[src/verilog/amul_pkg.sv]
package amul_pkg;

    localparam int WORD_W = 16;

    typedef logic signed [WORD_W-1:0]   operand_t;
    typedef logic signed [2*WORD_W-1:0] product_t;
    typedef logic signed [2*WORD_W-1:0] error_t;
    typedef logic [2*WORD_W-1:0]        axil_data_t;

    typedef struct packed {
        logic     valid;
        operand_t x;
        operand_t y;
    } mul_req_t;

    typedef struct packed {
        logic     valid;
        product_t product;
    } mul_res_t;

    typedef struct packed {
        product_t   last_approx;
        product_t   last_exact;
        error_t     last_error;
        axil_data_t err_sum;
        axil_data_t err_max;
        axil_data_t count;
    } stats_t;

    // byte offsets of the register map
    localparam axil_data_t REG_OPERANDS = 32'h00;
    localparam axil_data_t REG_STATUS   = 32'h04;
    localparam axil_data_t REG_APPROX   = 32'h08;
    localparam axil_data_t REG_EXACT    = 32'h0C;
    localparam axil_data_t REG_ERROR    = 32'h10;
    localparam axil_data_t REG_ERR_SUM  = 32'h14;
    localparam axil_data_t REG_ERR_MAX  = 32'h18;
    localparam axil_data_t REG_COUNT    = 32'h1C;
    localparam axil_data_t REG_CLEAR    = 32'h20;

    localparam logic [1:0] RESP_OKAY   = 2'b00;
    localparam logic [1:0] RESP_SLVERR = 2'b10;

    typedef enum logic [1:0] {
        WR_IDLE,
        WR_HAVE_ADDR,
        WR_HAVE_DATA,
        WR_RESP
    } axil_wr_state_t;

endpackage

[src/verilog/amul_axil_regs.sv]
module amul_axil_regs #(
    parameter int ADDR_W = 6
) (
    input  logic                 clk,
    input  logic                 arst_n,
    input  logic [ADDR_W-1:0]    awaddr,
    input  logic                 awvalid,
    output logic                 awready,
    input  amul_pkg::axil_data_t wdata,
    input  logic [3:0]           wstrb,
    input  logic                 wvalid,
    output logic                 wready,
    output logic [1:0]           bresp,
    output logic                 bvalid,
    input  logic                 bready,
    input  logic [ADDR_W-1:0]    araddr,
    input  logic                 arvalid,
    output logic                 arready,
    output amul_pkg::axil_data_t rdata,
    output logic [1:0]           rresp,
    output logic                 rvalid,
    input  logic                 rready,
    output amul_pkg::mul_req_t   req,
    output logic                 clear,
    input  amul_pkg::stats_t     stats
);

    amul_pkg::axil_wr_state_t wr_state, wr_state_d;

    logic [ADDR_W-1:0]    addr_q, addr_eff;
    amul_pkg::axil_data_t data_q, data_eff;
    logic [3:0]           strb_q, strb_eff;
    logic                 aw_hs, w_hs, ar_hs;
    logic                 wr_fire, wr_ok, wr_op, wr_clr, launch;
    logic                 req_valid, pipe_q, busy;
    logic [1:0]           inflight;
    amul_pkg::operand_t   op_x, op_y;
    amul_pkg::axil_data_t rd_data;
    logic                 rd_ok;

    assign awready = (wr_state == amul_pkg::WR_IDLE) || (wr_state == amul_pkg::WR_HAVE_DATA);
    assign wready  = (wr_state == amul_pkg::WR_IDLE) || (wr_state == amul_pkg::WR_HAVE_ADDR);
    assign bvalid  = (wr_state == amul_pkg::WR_RESP);
    assign aw_hs   = awvalid && awready;
    assign w_hs    = wvalid && wready;

    // whichever half arrived earlier comes from its latch
    assign addr_eff = (wr_state == amul_pkg::WR_HAVE_ADDR) ? addr_q : awaddr;
    assign data_eff = (wr_state == amul_pkg::WR_HAVE_DATA) ? data_q : wdata;
    assign strb_eff = (wr_state == amul_pkg::WR_HAVE_DATA) ? strb_q : wstrb;

    always_comb begin
        wr_state_d = wr_state;
        unique case (wr_state)
            amul_pkg::WR_IDLE: begin
                if (aw_hs && w_hs) begin
                    wr_state_d = amul_pkg::WR_RESP;
                end else if (aw_hs) begin
                    wr_state_d = amul_pkg::WR_HAVE_ADDR;
                end else if (w_hs) begin
                    wr_state_d = amul_pkg::WR_HAVE_DATA;
                end
            end
            amul_pkg::WR_HAVE_ADDR: if (w_hs) wr_state_d = amul_pkg::WR_RESP;
            amul_pkg::WR_HAVE_DATA: if (aw_hs) wr_state_d = amul_pkg::WR_RESP;
            amul_pkg::WR_RESP:      if (bready) wr_state_d = amul_pkg::WR_IDLE;
            default:                wr_state_d = amul_pkg::WR_IDLE;
        endcase
    end

    assign wr_fire = (wr_state != amul_pkg::WR_RESP) && (wr_state_d == amul_pkg::WR_RESP);

    // write decode, read-only and unmapped offsets fall to the default
    always_comb begin
        wr_ok  = 1'b0;
        wr_op  = 1'b0;
        wr_clr = 1'b0;
        case (amul_pkg::axil_data_t'(addr_eff))
            amul_pkg::REG_OPERANDS: begin
                wr_ok = &strb_eff;
                wr_op = &strb_eff;
            end
            amul_pkg::REG_CLEAR: begin
                wr_ok  = 1'b1;
                wr_clr = 1'b1;
            end
            default: ;
        endcase
    end

    assign launch = wr_fire && wr_op;

    always_ff @(posedge clk) begin
        if (aw_hs) addr_q <= awaddr;
        if (w_hs) begin
            data_q <= wdata;
            strb_q <= wstrb;
        end
        if (launch) begin
            op_x <= data_eff[15:0];
            op_y <= data_eff[31:16];
        end
    end

    always_ff @(posedge clk or negedge arst_n) begin
        if (!arst_n) begin
            wr_state  <= amul_pkg::WR_IDLE;
            bresp     <= amul_pkg::RESP_OKAY;
            req_valid <= 1'b0;
            clear     <= 1'b0;
            pipe_q    <= 1'b0;
            inflight  <= '0;
        end else begin
            wr_state  <= wr_state_d;
            req_valid <= launch;
            clear     <= wr_fire && wr_clr;
            pipe_q    <= req_valid;
            if (wr_fire) bresp <= wr_ok ? amul_pkg::RESP_OKAY : amul_pkg::RESP_SLVERR;
            // a sample leaves once its multiplier results are on the stats input
            case ({launch, pipe_q})
                2'b10:   inflight <= inflight + 2'd1;
                2'b01:   inflight <= inflight - 2'd1;
                default: ;
            endcase
        end
    end

    assign busy = (inflight != 2'd0);
    assign req  = '{valid: req_valid, x: op_x, y: op_y};

    assign arready = !rvalid;
    assign ar_hs   = arvalid && arready;

    always_comb begin
        rd_ok   = 1'b1;
        rd_data = '0;
        case (amul_pkg::axil_data_t'(araddr))
            amul_pkg::REG_OPERANDS: rd_data = {op_y, op_x};
            amul_pkg::REG_STATUS:   rd_data = {31'd0, busy};
            amul_pkg::REG_APPROX:   rd_data = stats.last_approx;
            amul_pkg::REG_EXACT:    rd_data = stats.last_exact;
            amul_pkg::REG_ERROR:    rd_data = stats.last_error;
            amul_pkg::REG_ERR_SUM:  rd_data = stats.err_sum;
            amul_pkg::REG_ERR_MAX:  rd_data = stats.err_max;
            amul_pkg::REG_COUNT:    rd_data = stats.count;
            amul_pkg::REG_CLEAR:    rd_data = '0;
            default:                rd_ok   = 1'b0;
        endcase
    end

    always_ff @(posedge clk) begin
        if (ar_hs) begin
            rdata <= rd_data;
            rresp <= rd_ok ? amul_pkg::RESP_OKAY : amul_pkg::RESP_SLVERR;
        end
    end

    always_ff @(posedge clk or negedge arst_n) begin
        if (!arst_n) begin
            rvalid <= 1'b0;
        end else if (ar_hs) begin
            rvalid <= 1'b1;
        end else if (rready) begin
            rvalid <= 1'b0;
        end
    end

endmodule

[src/verilog/approx_mul_bw16.sv]
module approx_mul_bw16 (
    input  logic               clk,
    input  logic               arst_n,
    input  amul_pkg::mul_req_t req,
    output amul_pkg::mul_res_t res
);

    logic [15:0]        pp [1:16];
    logic [20:0]        np1, np2, np3, np4;
    amul_pkg::product_t sum;
    amul_pkg::product_t res_product;
    logic               res_valid;

    // baugh-wooley rows, row k is weighted by x[k-1]
    always_comb begin
        for (int k = 1; k <= 15; k++) begin
            pp[k][14:0] = req.y[14:0] & {15{req.x[k-1]}};
            pp[k][15]   = ~(req.y[15] & req.x[k-1]);
        end
        pp[16][14:0] = ~(req.y[14:0] & {15{req.x[15]}});
        pp[16][15]   = req.y[15] & req.x[15];
    end

    // sparse stand-in for rows 1 to 6
    always_comb begin
        np1 = '0;
        np2 = '0;
        np3 = '0;
        np4 = '0;

        np1[3]  = pp[3][1] ^ pp[4][0];
        np1[6]  = pp[1][6] ^ pp[2][5];
        np1[9]  = pp[1][8] & pp[2][7];
        np1[10] = pp[1][10] ^ pp[2][9];
        np1[11] = pp[3][8] & pp[4][7];
        np1[13] = pp[1][12] & pp[2][11];
        np1[15] = pp[1][14] & pp[2][13];
        np1[16] = pp[1][15] & pp[2][14];
        np1[17] = pp[2][15];
        np1[18] = pp[3][15] & pp[4][14];
        np1[19] = pp[5][14] & pp[6][13];
        np1[20] = pp[5][15] & pp[6][14];

        np2[6]  = pp[3][4] ^ pp[4][3];
        np2[10] = pp[5][5] & pp[6][4];
        np2[15] = pp[5][11] ^ pp[6][10];
        np2[16] = pp[3][13] & pp[4][12];
        np2[17] = ~pp[2][15];
        np2[18] = pp[4][15];
        np2[19] = pp[5][15] ^ pp[6][14];
        np2[20] = pp[6][15];

        np3[6]  = pp[5][2] ^ pp[6][1];
        np3[16] = pp[3][14] ^ pp[4][13];
        np3[17] = pp[3][14] | pp[4][13];
        np3[18] = pp[5][14] & pp[6][13];

        np4[16] = pp[5][12] ^ pp[6][11];
        np4[17] = pp[3][15] ^ pp[4][14];
        np4[18] = pp[5][14] ^ pp[6][13];
    end

    always_comb begin
        sum = 32'sh8000_0000;
        for (int k = 7; k <= 16; k++) begin
            sum = sum + (amul_pkg::product_t'(pp[k]) << (k - 1));
        end
        sum = sum + amul_pkg::product_t'(np1) + amul_pkg::product_t'(np2);
        sum = sum + amul_pkg::product_t'(np3) + amul_pkg::product_t'(np4);
    end

    always_ff @(posedge clk) begin
        if (req.valid) res_product <= sum;
    end

    always_ff @(posedge clk or negedge arst_n) begin
        if (!arst_n) begin
            res_valid <= 1'b0;
        end else begin
            res_valid <= req.valid;
        end
    end

    assign res = '{valid: res_valid, product: res_product};

endmodule

[src/verilog/exact_mul_bw16.sv]
module exact_mul_bw16 (
    input  logic               clk,
    input  logic               arst_n,
    input  amul_pkg::mul_req_t req,
    output amul_pkg::mul_res_t res
);

    logic [15:0]        pp [1:16];
    amul_pkg::product_t sum;
    amul_pkg::product_t res_product;
    logic               res_valid;

    for (genvar k = 1; k <= 16; k++) begin : g_row
        if (k < 16) begin : g_plain
            assign pp[k][14:0] = req.y[14:0] & {15{req.x[k-1]}};
            assign pp[k][15]   = ~(req.y[15] & req.x[k-1]);
        end else begin : g_sign
            assign pp[k][14:0] = ~(req.y[14:0] & {15{req.x[15]}});
            assign pp[k][15]   = req.y[15] & req.x[15];
        end
    end

    // constant ones at bit 16 of the first and last rows
    always_comb begin
        sum = 32'sh8001_0000;
        for (int k = 1; k <= 16; k++) begin
            sum = sum + (amul_pkg::product_t'(pp[k]) << (k - 1));
        end
    end

    always_ff @(posedge clk) begin
        if (req.valid) res_product <= sum;
    end

    always_ff @(posedge clk or negedge arst_n) begin
        if (!arst_n) begin
            res_valid <= 1'b0;
        end else begin
            res_valid <= req.valid;
        end
    end

    assign res = '{valid: res_valid, product: res_product};

endmodule

[src/verilog/mul_error_stats.sv]
module mul_error_stats #(
    parameter int SUM_W = 32
) (
    input  logic               clk,
    input  logic               arst_n,
    input  amul_pkg::mul_res_t approx,
    input  amul_pkg::mul_res_t exact,
    input  logic               clear,
    output amul_pkg::stats_t   stats
);

    localparam logic [32:0] SUM_MAX = (33'd1 << SUM_W) - 33'd1;

    amul_pkg::product_t   last_approx, last_exact;
    amul_pkg::error_t     last_error, err;
    amul_pkg::axil_data_t abs_err, err_max, count;
    logic [SUM_W-1:0]     err_sum;
    logic [32:0]          sum_wide;
    logic                 sample;

    assign sample   = approx.valid && exact.valid;
    assign err      = approx.product - exact.product;
    assign abs_err  = err[31] ? amul_pkg::axil_data_t'(-err) : amul_pkg::axil_data_t'(err);
    assign sum_wide = 33'(err_sum) + 33'(abs_err);

    always_ff @(posedge clk or negedge arst_n) begin
        if (!arst_n) begin
            last_approx <= '0;
            last_exact  <= '0;
            last_error  <= '0;
            err_sum     <= '0;
            err_max     <= '0;
            count       <= '0;
        end else if (clear) begin
            last_approx <= '0;
            last_exact  <= '0;
            last_error  <= '0;
            err_sum     <= '0;
            err_max     <= '0;
            count       <= '0;
        end else if (sample) begin
            last_approx <= approx.product;
            last_exact  <= exact.product;
            last_error  <= err;
            // sticks at all ones once the accumulator overflows
            err_sum     <= (sum_wide > SUM_MAX) ? SUM_MAX[SUM_W-1:0] : sum_wide[SUM_W-1:0];
            if (abs_err > err_max) err_max <= abs_err;
            count       <= count + 32'd1;
        end
    end

    assign stats = '{
        last_approx: last_approx,
        last_exact:  last_exact,
        last_error:  last_error,
        err_sum:     amul_pkg::axil_data_t'(err_sum),
        err_max:     err_max,
        count:       count
    };

endmodule

[src/verilog/amul_eval_top.sv]
module amul_eval_top #(
    parameter int ADDR_W = 6,
    parameter int SUM_W  = 32
) (
    input  logic                 clk,
    input  logic                 arst_n,
    input  logic [ADDR_W-1:0]    awaddr,
    input  logic                 awvalid,
    output logic                 awready,
    input  amul_pkg::axil_data_t wdata,
    input  logic [3:0]           wstrb,
    input  logic                 wvalid,
    output logic                 wready,
    output logic [1:0]           bresp,
    output logic                 bvalid,
    input  logic                 bready,
    input  logic [ADDR_W-1:0]    araddr,
    input  logic                 arvalid,
    output logic                 arready,
    output amul_pkg::axil_data_t rdata,
    output logic [1:0]           rresp,
    output logic                 rvalid,
    input  logic                 rready
);

    amul_pkg::mul_req_t req;
    amul_pkg::mul_res_t approx_res;
    amul_pkg::mul_res_t exact_res;
    amul_pkg::stats_t   stats;
    logic               clear;

    amul_axil_regs #(
        .ADDR_W(ADDR_W)
    ) u_regs (
        .clk(clk),
        .arst_n(arst_n),
        .awaddr(awaddr),
        .awvalid(awvalid),
        .awready(awready),
        .wdata(wdata),
        .wstrb(wstrb),
        .wvalid(wvalid),
        .wready(wready),
        .bresp(bresp),
        .bvalid(bvalid),
        .bready(bready),
        .araddr(araddr),
        .arvalid(arvalid),
        .arready(arready),
        .rdata(rdata),
        .rresp(rresp),
        .rvalid(rvalid),
        .rready(rready),
        .req(req),
        .clear(clear),
        .stats(stats)
    );

    // both multipliers see the same operand pair
    approx_mul_bw16 u_approx (
        .clk(clk),
        .arst_n(arst_n),
        .req(req),
        .res(approx_res)
    );

    exact_mul_bw16 u_exact (
        .clk(clk),
        .arst_n(arst_n),
        .req(req),
        .res(exact_res)
    );

    mul_error_stats #(
        .SUM_W(SUM_W)
    ) u_stats (
        .clk(clk),
        .arst_n(arst_n),
        .approx(approx_res),
        .exact(exact_res),
        .clear(clear),
        .stats(stats)
    );

endmodule

[config.mk]
export PLATFORM = sky130hd
export DESIGN_NAME = amul_eval_top
export DESIGN_NICKNAME = d
export VERILOG_FILES = /design/src/verilog/amul_pkg.sv /design/src/verilog/amul_axil_regs.sv /design/src/verilog/approx_mul_bw16.sv /design/src/verilog/exact_mul_bw16.sv /design/src/verilog/mul_error_stats.sv /design/src/verilog/amul_eval_top.sv
export SDC_FILE = /design/constraint.sdc
export NUM_CORES = 2
export LEC_CHECK = 0
export BUFFER_PORTS_ARGS = -buffer_cell sky130_fd_sc_hd__buf_4
export CORE_UTILIZATION = 59
export DETAILED_ROUTE_END_ITERATION = 6
export HOLD_SLACK_MARGIN = 0.02
export PLACE_DENSITY = 0.9
export SETUP_SLACK_MARGIN = 0.2
export SYNTH_ARGS = -nofsm -noshare
export SYNTH_HDL_FRONTEND = slang
export SYNTH_HIERARCHICAL = 1
export SYNTH_SLANG_ARGS = --single-unit
[constraint.sdc]
create_clock -name clk -period 6.2 [get_ports clk]
set_input_delay 0.62 -clock clk [delete_from_list [all_inputs] [get_ports clk]]
set_output_delay 0.62 -clock clk [all_outputs]
set_load 0.005 [all_outputs]
# Yosys cells after proc, flatten, opt, wreduce, memory -nomap -nowiden

Cells that the tools add are included.

Flip-flop bits (word level): 374
Input bits: 55
Output and inout bits: 41
Logic and storage cells: 202

Multiplexer cells: 35
Add/subtract/negate cells: 36
Bitwise logic cells: 70
$lt $le $gt $ge: 2
Reduce and logical (&&, ||, !) cells: 21
Equal/unequal tests: 16

Operator list:

| operator                                                                           | number |
|---|---|
| 32-bit two-way mux                                                                 | 16 |
| 32-bit case mux with 8 select lines                                                | 1 |
| 15-bit bitwise AND                                                                 | 16 |
| 32-bit by 20-bit adder with 32-bit output                                          | 3 |
| 32-bit by 22-bit adder with 32-bit output                                          | 3 |
| 32-bit by 24-bit adder with 32-bit output                                          | 2 |
| 32-bit by 25-bit adder with 32-bit output                                          | 2 |
| 32-bit by 26-bit adder with 32-bit output                                          | 2 |
| 32-bit by 27-bit adder with 32-bit output                                          | 2 |
| 32-bit by 28-bit adder with 32-bit output                                          | 2 |
| 32-bit by 29-bit adder with 32-bit output                                          | 2 |
| 32-bit by 30-bit adder with 32-bit output                                          | 2 |
| 32-bit by 31-bit adder with 32-bit output                                          | 2 |
| 32-bit adder                                                                       | 2 |
| 32-bit by 32-bit adder with 33-bit output                                          | 1 |
| 33-bit by 32-bit greater-than comparator with 1-bit output (second input constant) | 1 |
| 32-bit by 1-bit adder with 32-bit output (second input constant)                   | 1 |
| 32-bit by 17-bit adder with 32-bit output (first input constant)                   | 1 |
| 32-bit by 18-bit adder with 32-bit output                                          | 1 |
| 32-bit by 19-bit adder with 32-bit output                                          | 1 |
| 32-bit by 21-bit adder with 32-bit output                                          | 1 |
| 32-bit by 23-bit adder with 32-bit output                                          | 1 |
| 32-bit by 23-bit adder with 32-bit output (first input constant)                   | 1 |
| 32-bit greater-than comparator                                                     | 1 |
| other kinds (32)                                                                   | 113 |

# Longest topological paths before layout

Depth after elaboration: 18
Depth in mapped cells: 26
Gate-level depth less buffers: 24

# By module

Netlist, hierarchy kept.

By module, submodules not included:

| module          | area each (µm²) | seq. area each (µm²) | instances | cells each |
|---|---|---|---|---|
| mul_error_stats | 13167.6         | 4804.6               | 1         | 1566 |
| exact_mul_bw16  | 9136.3          | 985.9                | 1         | 937 |
| approx_mul_bw16 | 7115.6          | 835.8                | 1         | 745 |
| amul_axil_regs  | 5316.3          | 3438.3               | 1         | 368 |

# Least setup slack after synthesis

OpenSTA, ideal clock, no wires.

Path kind: register to register
Start: register u_regs.op_y[15]
End: register u_approx.res_product[30] (data pin)
Path slack: 342 ps
Data required time: 5938 ps
Stages on the path, launching flop included: 22
Path buffers: 1
Arrival: 5596 ps
Cells stage by stage: edfxtp_1 -> clkbuf_1 -> nand2_1 -> ha_1 -> inv_1 -> fa_1 -> inv_1 -> fa_1 -> fa_1 -> fa_1 -> fa_1 -> inv_1 -> fa_1 -> inv_1 -> ha_1 -> a21o_1 -> a21o_1 -> a22o_1 -> a21o_4 -> o21ai_2 -> o21ai_1 -> xor2_1

Cells in the longest elaborated chain, start to end: 16
Elaborated cells on any way between the ends: 50
Classes of those cells: add/sub: 14; bitwise: 36

Ends and longest elaborated chain:

| element                                                | RTL line              | source |
|---|---|---|
| start, declared                                        | amul_axil_regs.sv:37  | `amul_pkg::operand_t op_x, op_y;` |
| start signal, assigned                                 | amul_axil_regs.sv:101 | `op_y <= data_eff[31:16];` |
| 1-bit bitwise AND                                      | approx_mul_bw16.sv:18 | `pp[k][15] = ~(req.y[15] & req.x[k-1]);` |
| 1-bit inverter                                         | approx_mul_bw16.sv:18 |  |
| 32-bit by 23-bit adder with 32-bit output              | approx_mul_bw16.sv:66 | `sum = sum + (amul_pkg::product_t'(pp[k]) << (k - 1));` |
| 32-bit by 24-bit adder with 32-bit output              | approx_mul_bw16.sv:66 |  |
| 32-bit by 25-bit adder with 32-bit output              | approx_mul_bw16.sv:66 |  |
| 32-bit by 26-bit adder with 32-bit output              | approx_mul_bw16.sv:66 |  |
| 32-bit by 27-bit adder with 32-bit output              | approx_mul_bw16.sv:66 |  |
| 32-bit by 28-bit adder with 32-bit output              | approx_mul_bw16.sv:66 |  |
| 32-bit by 29-bit adder with 32-bit output              | approx_mul_bw16.sv:66 |  |
| 32-bit by 30-bit adder with 32-bit output              | approx_mul_bw16.sv:66 |  |
| 32-bit by 31-bit adder with 32-bit output              | approx_mul_bw16.sv:66 |  |
| 32-bit adder                                           | approx_mul_bw16.sv:66 |  |
| 32-bit by 22-bit adder with 32-bit output (2 in a row) | approx_mul_bw16.sv:68 | `sum = sum + amul_pkg::product_t'(np1) + amul_pkg::product_t'(np2);` |
| 32-bit by 20-bit adder with 32-bit output              | approx_mul_bw16.sv:69 | `sum = sum + amul_pkg::product_t'(np3) + amul_pkg::product_t'(np4);` |
| 32-bit by 20-bit adder with 32-bit output (*)          | approx_mul_bw16.sv:69 |  |
| net u_approx.sum[30]                                   | approx_mul_bw16.sv:10 | `amul_pkg::product_t sum;` |
| end signal, assigned                                   | approx_mul_bw16.sv:73 | `if (req.valid) res_product <= sum;` |
| end, declared                                          | approx_mul_bw16.sv:11 | `amul_pkg::product_t res_product;` |

The timed path passes the listed nets; every way through them passes the cells marked *.
A chain may end at the register's enable or synchronous reset.

# Worst setup path after layout

Start: register u_regs.op_y[11]
End: register u_exact.res_product[23] (data pin)

Cells in the longest elaborated chain, start to end: 17
Elaborated cells on any way between the ends: 29
Classes of those cells: add/sub: 16; bitwise: 13

Ends and longest elaborated chain:

| element                                       | RTL line             | source |
|---|---|---|
| 15-bit bitwise AND                            | exact_mul_bw16.sv:15 | `assign pp[k][14:0] = req.y[14:0] & {15{req.x[k-1]}};` |
| 32-bit by 17-bit adder with 32-bit output     | exact_mul_bw16.sv:27 | `sum = sum + (amul_pkg::product_t'(pp[k]) << (k - 1));` |
| 32-bit by 18-bit adder with 32-bit output     | exact_mul_bw16.sv:27 |  |
| 32-bit by 19-bit adder with 32-bit output     | exact_mul_bw16.sv:27 |  |
| 32-bit by 20-bit adder with 32-bit output     | exact_mul_bw16.sv:27 |  |
| 32-bit by 21-bit adder with 32-bit output     | exact_mul_bw16.sv:27 |  |
| 32-bit by 22-bit adder with 32-bit output     | exact_mul_bw16.sv:27 |  |
| 32-bit by 23-bit adder with 32-bit output     | exact_mul_bw16.sv:27 |  |
| [2 not listed]                                | n/a                  |  |
| 32-bit by 26-bit adder with 32-bit output     | exact_mul_bw16.sv:27 |  |
| 32-bit by 27-bit adder with 32-bit output     | exact_mul_bw16.sv:27 |  |
| 32-bit by 28-bit adder with 32-bit output     | exact_mul_bw16.sv:27 |  |
| 32-bit by 29-bit adder with 32-bit output (*) | exact_mul_bw16.sv:27 |  |
| 32-bit by 30-bit adder with 32-bit output (*) | exact_mul_bw16.sv:27 |  |
| 32-bit by 31-bit adder with 32-bit output (*) | exact_mul_bw16.sv:27 |  |
| 32-bit adder (*)                              | exact_mul_bw16.sv:27 |  |
| net u_exact.sum[23]                           | exact_mul_bw16.sv:9  | `amul_pkg::product_t sum;` |
| end signal, assigned                          | exact_mul_bw16.sv:32 | `if (req.valid) res_product <= sum;` |
| end, declared                                 | exact_mul_bw16.sv:10 | `amul_pkg::product_t res_product;` |

Marked as above.

==> flow_metrics.tcl <==
set metrics [dict create \
    synth.largest_area_cell "fa_1" \
    root_buffer "clkbuf_16" \
    clkTransAtPathRegs_ns 0.06 \
    switching_share_pct 30.4 \
    synth.avg_cell_area_um2 9.61 \
    cts_buffer_depth 3 \
    die_h_um 245 \
    final_cell_area_um2 39000 \
    worstSetupStartpointType "flop" \
    path_cells "buf_4, nand2_2, fa_1, inv_1, fa_1, inv_1, fa_1, inv_1, fa_1, fa_1, inv_1, fa_2, inv_1, ha_2, nand2_1, o21a_1, o21ai_1, a21oi_2, o21ai_0, xor2_1" \
    first_pass_iters 7 \
    wl_per_cell_um 23.3 \
    violations "DRC" \
    synth_top_area_share_pct 19.4 \
    final_util_pct 67.4 \
    worstMarginPinSlew_ns 1.24 \
    intPower_w 0.00512 \
    pin_count 96 \
    cts_tree "done" \
    cp_data_required_time_ns 6.53 \
    holdWs_ns 0.144 \
    cp.buffers_inverters 6 \
    path_max_fanout 5 \
    cts_buffers 42 \
    maxClockFrequency_ghz 0.162 \
    antenna_found_initial 4 \
    wl_um 106000 \
    cts.sinks 369 \
    drc 6 \
    grt_usage_pct 33.5 \
    chipWidth_um 245 \
    drt_iter0_markers 4507 \
    synthArstFlopShare_pct 55.0 \
    grt_pass1_wl_um 157000 \
    layout_common_cells "nand2_1, inv_1, fa_1" \
    hold_viol 0 \
    ys.flop_type "dfrtp_1" \
    final_common_cell "nand2_1" \
    p_total_w 0.00735 \
    hold_class "input pin to asynchronous set/reset pin" \
    nNetsFinal 4430 \
    start_util_pct 60.0 \
    hpwl_um 70100 \
    critPathKind "flop to flop" \
    status "finished with violations" \
    crit_family "adder cells" \
    power_density_nw_per_um2 188 \
    power_leakage_nw 18.0 \
    placed_cell_area_um2 36600 \
    area_growth_pct 12.4 \
    finalCriticalPeriod_ns 6.19 \
    insertion_delay_ns 0.61 \
    io_buffers 93 \
    slew_headroom_pct 16.9 \
    synthTopCellsByArea "fa_1, dfrtp_1, edfxtp_1, ha_1, nand2_1" \
    rsz0062_at_grt "yes" \
    yosysUniqueCellTypes 104 \
    cp-end-kind "flop" \
    slew_violations 0 \
    skew_ns 0.0303 \
    crit_arrival_ns 6.52 \
    syn-cell-area_um2 34700 \
    rows 88 \
    grt_max_degree 107 \
    diodes 0 \
    finalSetupViolations 0 \
    drive_above_1_share_pct 13.4 \
    coreArea_um2 57900 \
    vias 29714 \
    ys_ff_latch 369 \
    synthCells 3616 \
    synth_enable_flop_cells 166 \
    fill_cells 3985 \
    ir_drop_uv 260 \
    viasPerCell 6.53 \
    yosysSeqAreaShare_pct 29.0 \
    htreeDepth 2 \
    power_frac_seq_pct 42.0 \
    period_share_pct 99.8 \
    drv_cap 0 \
    ant_nets 0 \
    yosys_warnings 6 \
    place.gp.congestion 0.959 \
    combPwrFrac_pct 22.1 \
    slowest_stage "fa_1" \
    pwr-share-clk_pct 35.9 \
    grt_remaining_overflow 0 \
    switchingPower_w 0.00224 \
    max_stage_delay_ns 0.65 \
    die-area_um2 59800 \
    grt_pass1_vias 29843 \
]
==> timing repair <==
item | CTS | global route
endpoints found under the setup margin | 41 | 88
resized for setup | 4 | 102
hold buffers | 0 | 0
pin swaps | 0 | 34
buffers inserted | 26 | 35
cloned | 0 | 2
==> power by group through the flow <==
stage                     Sequential, W  Clock, W  Combinational, W
final                           0.00309   0.00264           0.00162
after global routing            0.00311   0.00275           0.00178
after CTS                       0.00308   0.00264           0.00154
after detailed placement        0.00312         0           0.00152
after global placement          0.00311         0           0.00145
after floorplan                 0.00305         0           0.00113
==> sequential cells by signal, indices dropped and copies added (netlist names), 4 cells and up <==
| register | flops |
|---|---|
| u_stats/err_max | 32 |
| u_stats/last_approx | 32 |
| u_stats/err_sum | 32 |
| u_exact/res_product | 32 |
| u_approx/res_product | 27 |
| u_regs/op_y | 16 |
| u_regs/rdata | 32 |
| u_regs/strb_q | 4 |
| u_regs/data_q | 32 |
| u_stats/count | 32 |
| u_stats/last_error | 32 |
| u_regs/op_x | 16 |
| u_regs/addr_q | 6 |
| u_stats/last_exact | 32 |
==> worst reg2reg max path: stages, from the launching register on <==
cell      delay, ns
edfxtp_1       0.45
buf_4          0.16
nand2_2        0.10
fa_1           0.65
inv_1          0.12
fa_1           0.56
inv_1          0.07
fa_1           0.57
inv_1          0.10
fa_1           0.45
fa_1           0.53
inv_1          0.07
fa_2           0.60
inv_1          0.05
ha_2           0.39
nand2_1        0.09
o21a_1         0.20
o21ai_1        0.32
a21oi_2        0.16
o21ai_0        0.22
xor2_1         0.09
==> cell type report <==
| cell class | instances | area, µm² | share of cell area, % |
|---|---|---|---|
| Sequential cell | 369 | 10100 | 25.8 |
| Timing Repair Buffer | 265 | 2230 | 5.70 |
| Tap cell | 765 | 957 | 2.45 |
| Clock buffer | 60 | 1230 | 3.15 |
| Inverter | 416 | 1560 | 4.00 |
| Multi-Input combinational cell | 2658 | 22800 | 58.3 |
| Clock inverter | 18 | 215 | 0.551 |
==> worst paths after layout <==
check                                               endpoint                      startpoint  cells after the start  slack, ns
setup / recovery           u_exact/res_product[23]$_DFFE_PP_       u_regs/op_y[11]$_DFFE_PP_                     20       0.01
hold / removal                u_stats/err_sum[1]$_DFFE_PN0P_                          arst_n                      1       0.14
setup reg to reg           u_exact/res_product[23]$_DFFE_PP_       u_regs/op_y[11]$_DFFE_PP_                     20       0.01
hold reg to reg               u_regs/inflight[1]$_DFFE_PN0P_  u_regs/inflight[1]$_DFFE_PN0P_                      1       0.52
max in group asynchronous             u_regs/clear$_DFF_PN0_                          arst_n                      2       4.46
min in group clk                   u_regs/rvalid$_DFFE_PN0P_                          rready                      2       0.19
==> cell usage after synthesis (6+ instances only) <==
library cell and number:
o211ai_1 12, and3_1 24, buf_2 32, o21a_1 41
xnor2_1 82, xor2_1 67, dfrtp_1 203, nor3_1 36
a31oi_1 16, o21ai_1 19, inv_1 416, nor2_1 147
nor3b_1 6, clkbuf_1 121, a222oi_1 31, mux2_2 33
and4_1 15, ha_1 286, and2_1 208, a21boi_0 8
buf_1 6, a21oi_1 253, o31ai_1 8, nor4_1 8
nand3_1 69, a22oi_1 64, o21ai_0 70, nand2b_1 15
nor2b_1 20, edfxtp_1 166, fa_1 337, a21o_1 39
nand2_1 525, nand4_1 29, buf_4 11, o21bai_1 9
a22o_1 7, mux2i_1 8, a211oi_1 17, or3_1 17
==> routing by layer <==
layer	global-route usage (%)	up-vias	wire length [µm]
met4	17.7	6	7420
met3	6.63	583	12200
met2	54.8	2337	48800
li1	-	12450	-
met5	0	-	38
met1	42.2	14338	37500
==> kinds of logic after synthesis <==
kind of cell	Yosys count	synth area share, %
buffers and inverters	594	6.77
adder cells (fa/ha/maj)	623	29.7
AND/OR/NAND/NOR	1156	16.1
XOR/XNOR	149	3.76
flip-flops	369	29.0
AO/OA/AOI/OAI	682	13.3
other	2	0.0216
multiplexers	41	1.30
==> through the flow <==
| step | TNS [ns] | std cells | worst slack (ns) |
|---|---|---|---|
| after detailed placement | 0 | 4410 | 0.102 |
| after CTS | 0 | 4514 | 0.206 |
| after global placement | 0 | 4410 | 0.232 |
| after global routing | -0.00317 | 4551 | -0.00317 |
| after floorplan | 0 | 3621 | 0.342 |
| final | 0 | 4551 | 0.0144 |
(Power assumes the default switching activity.)
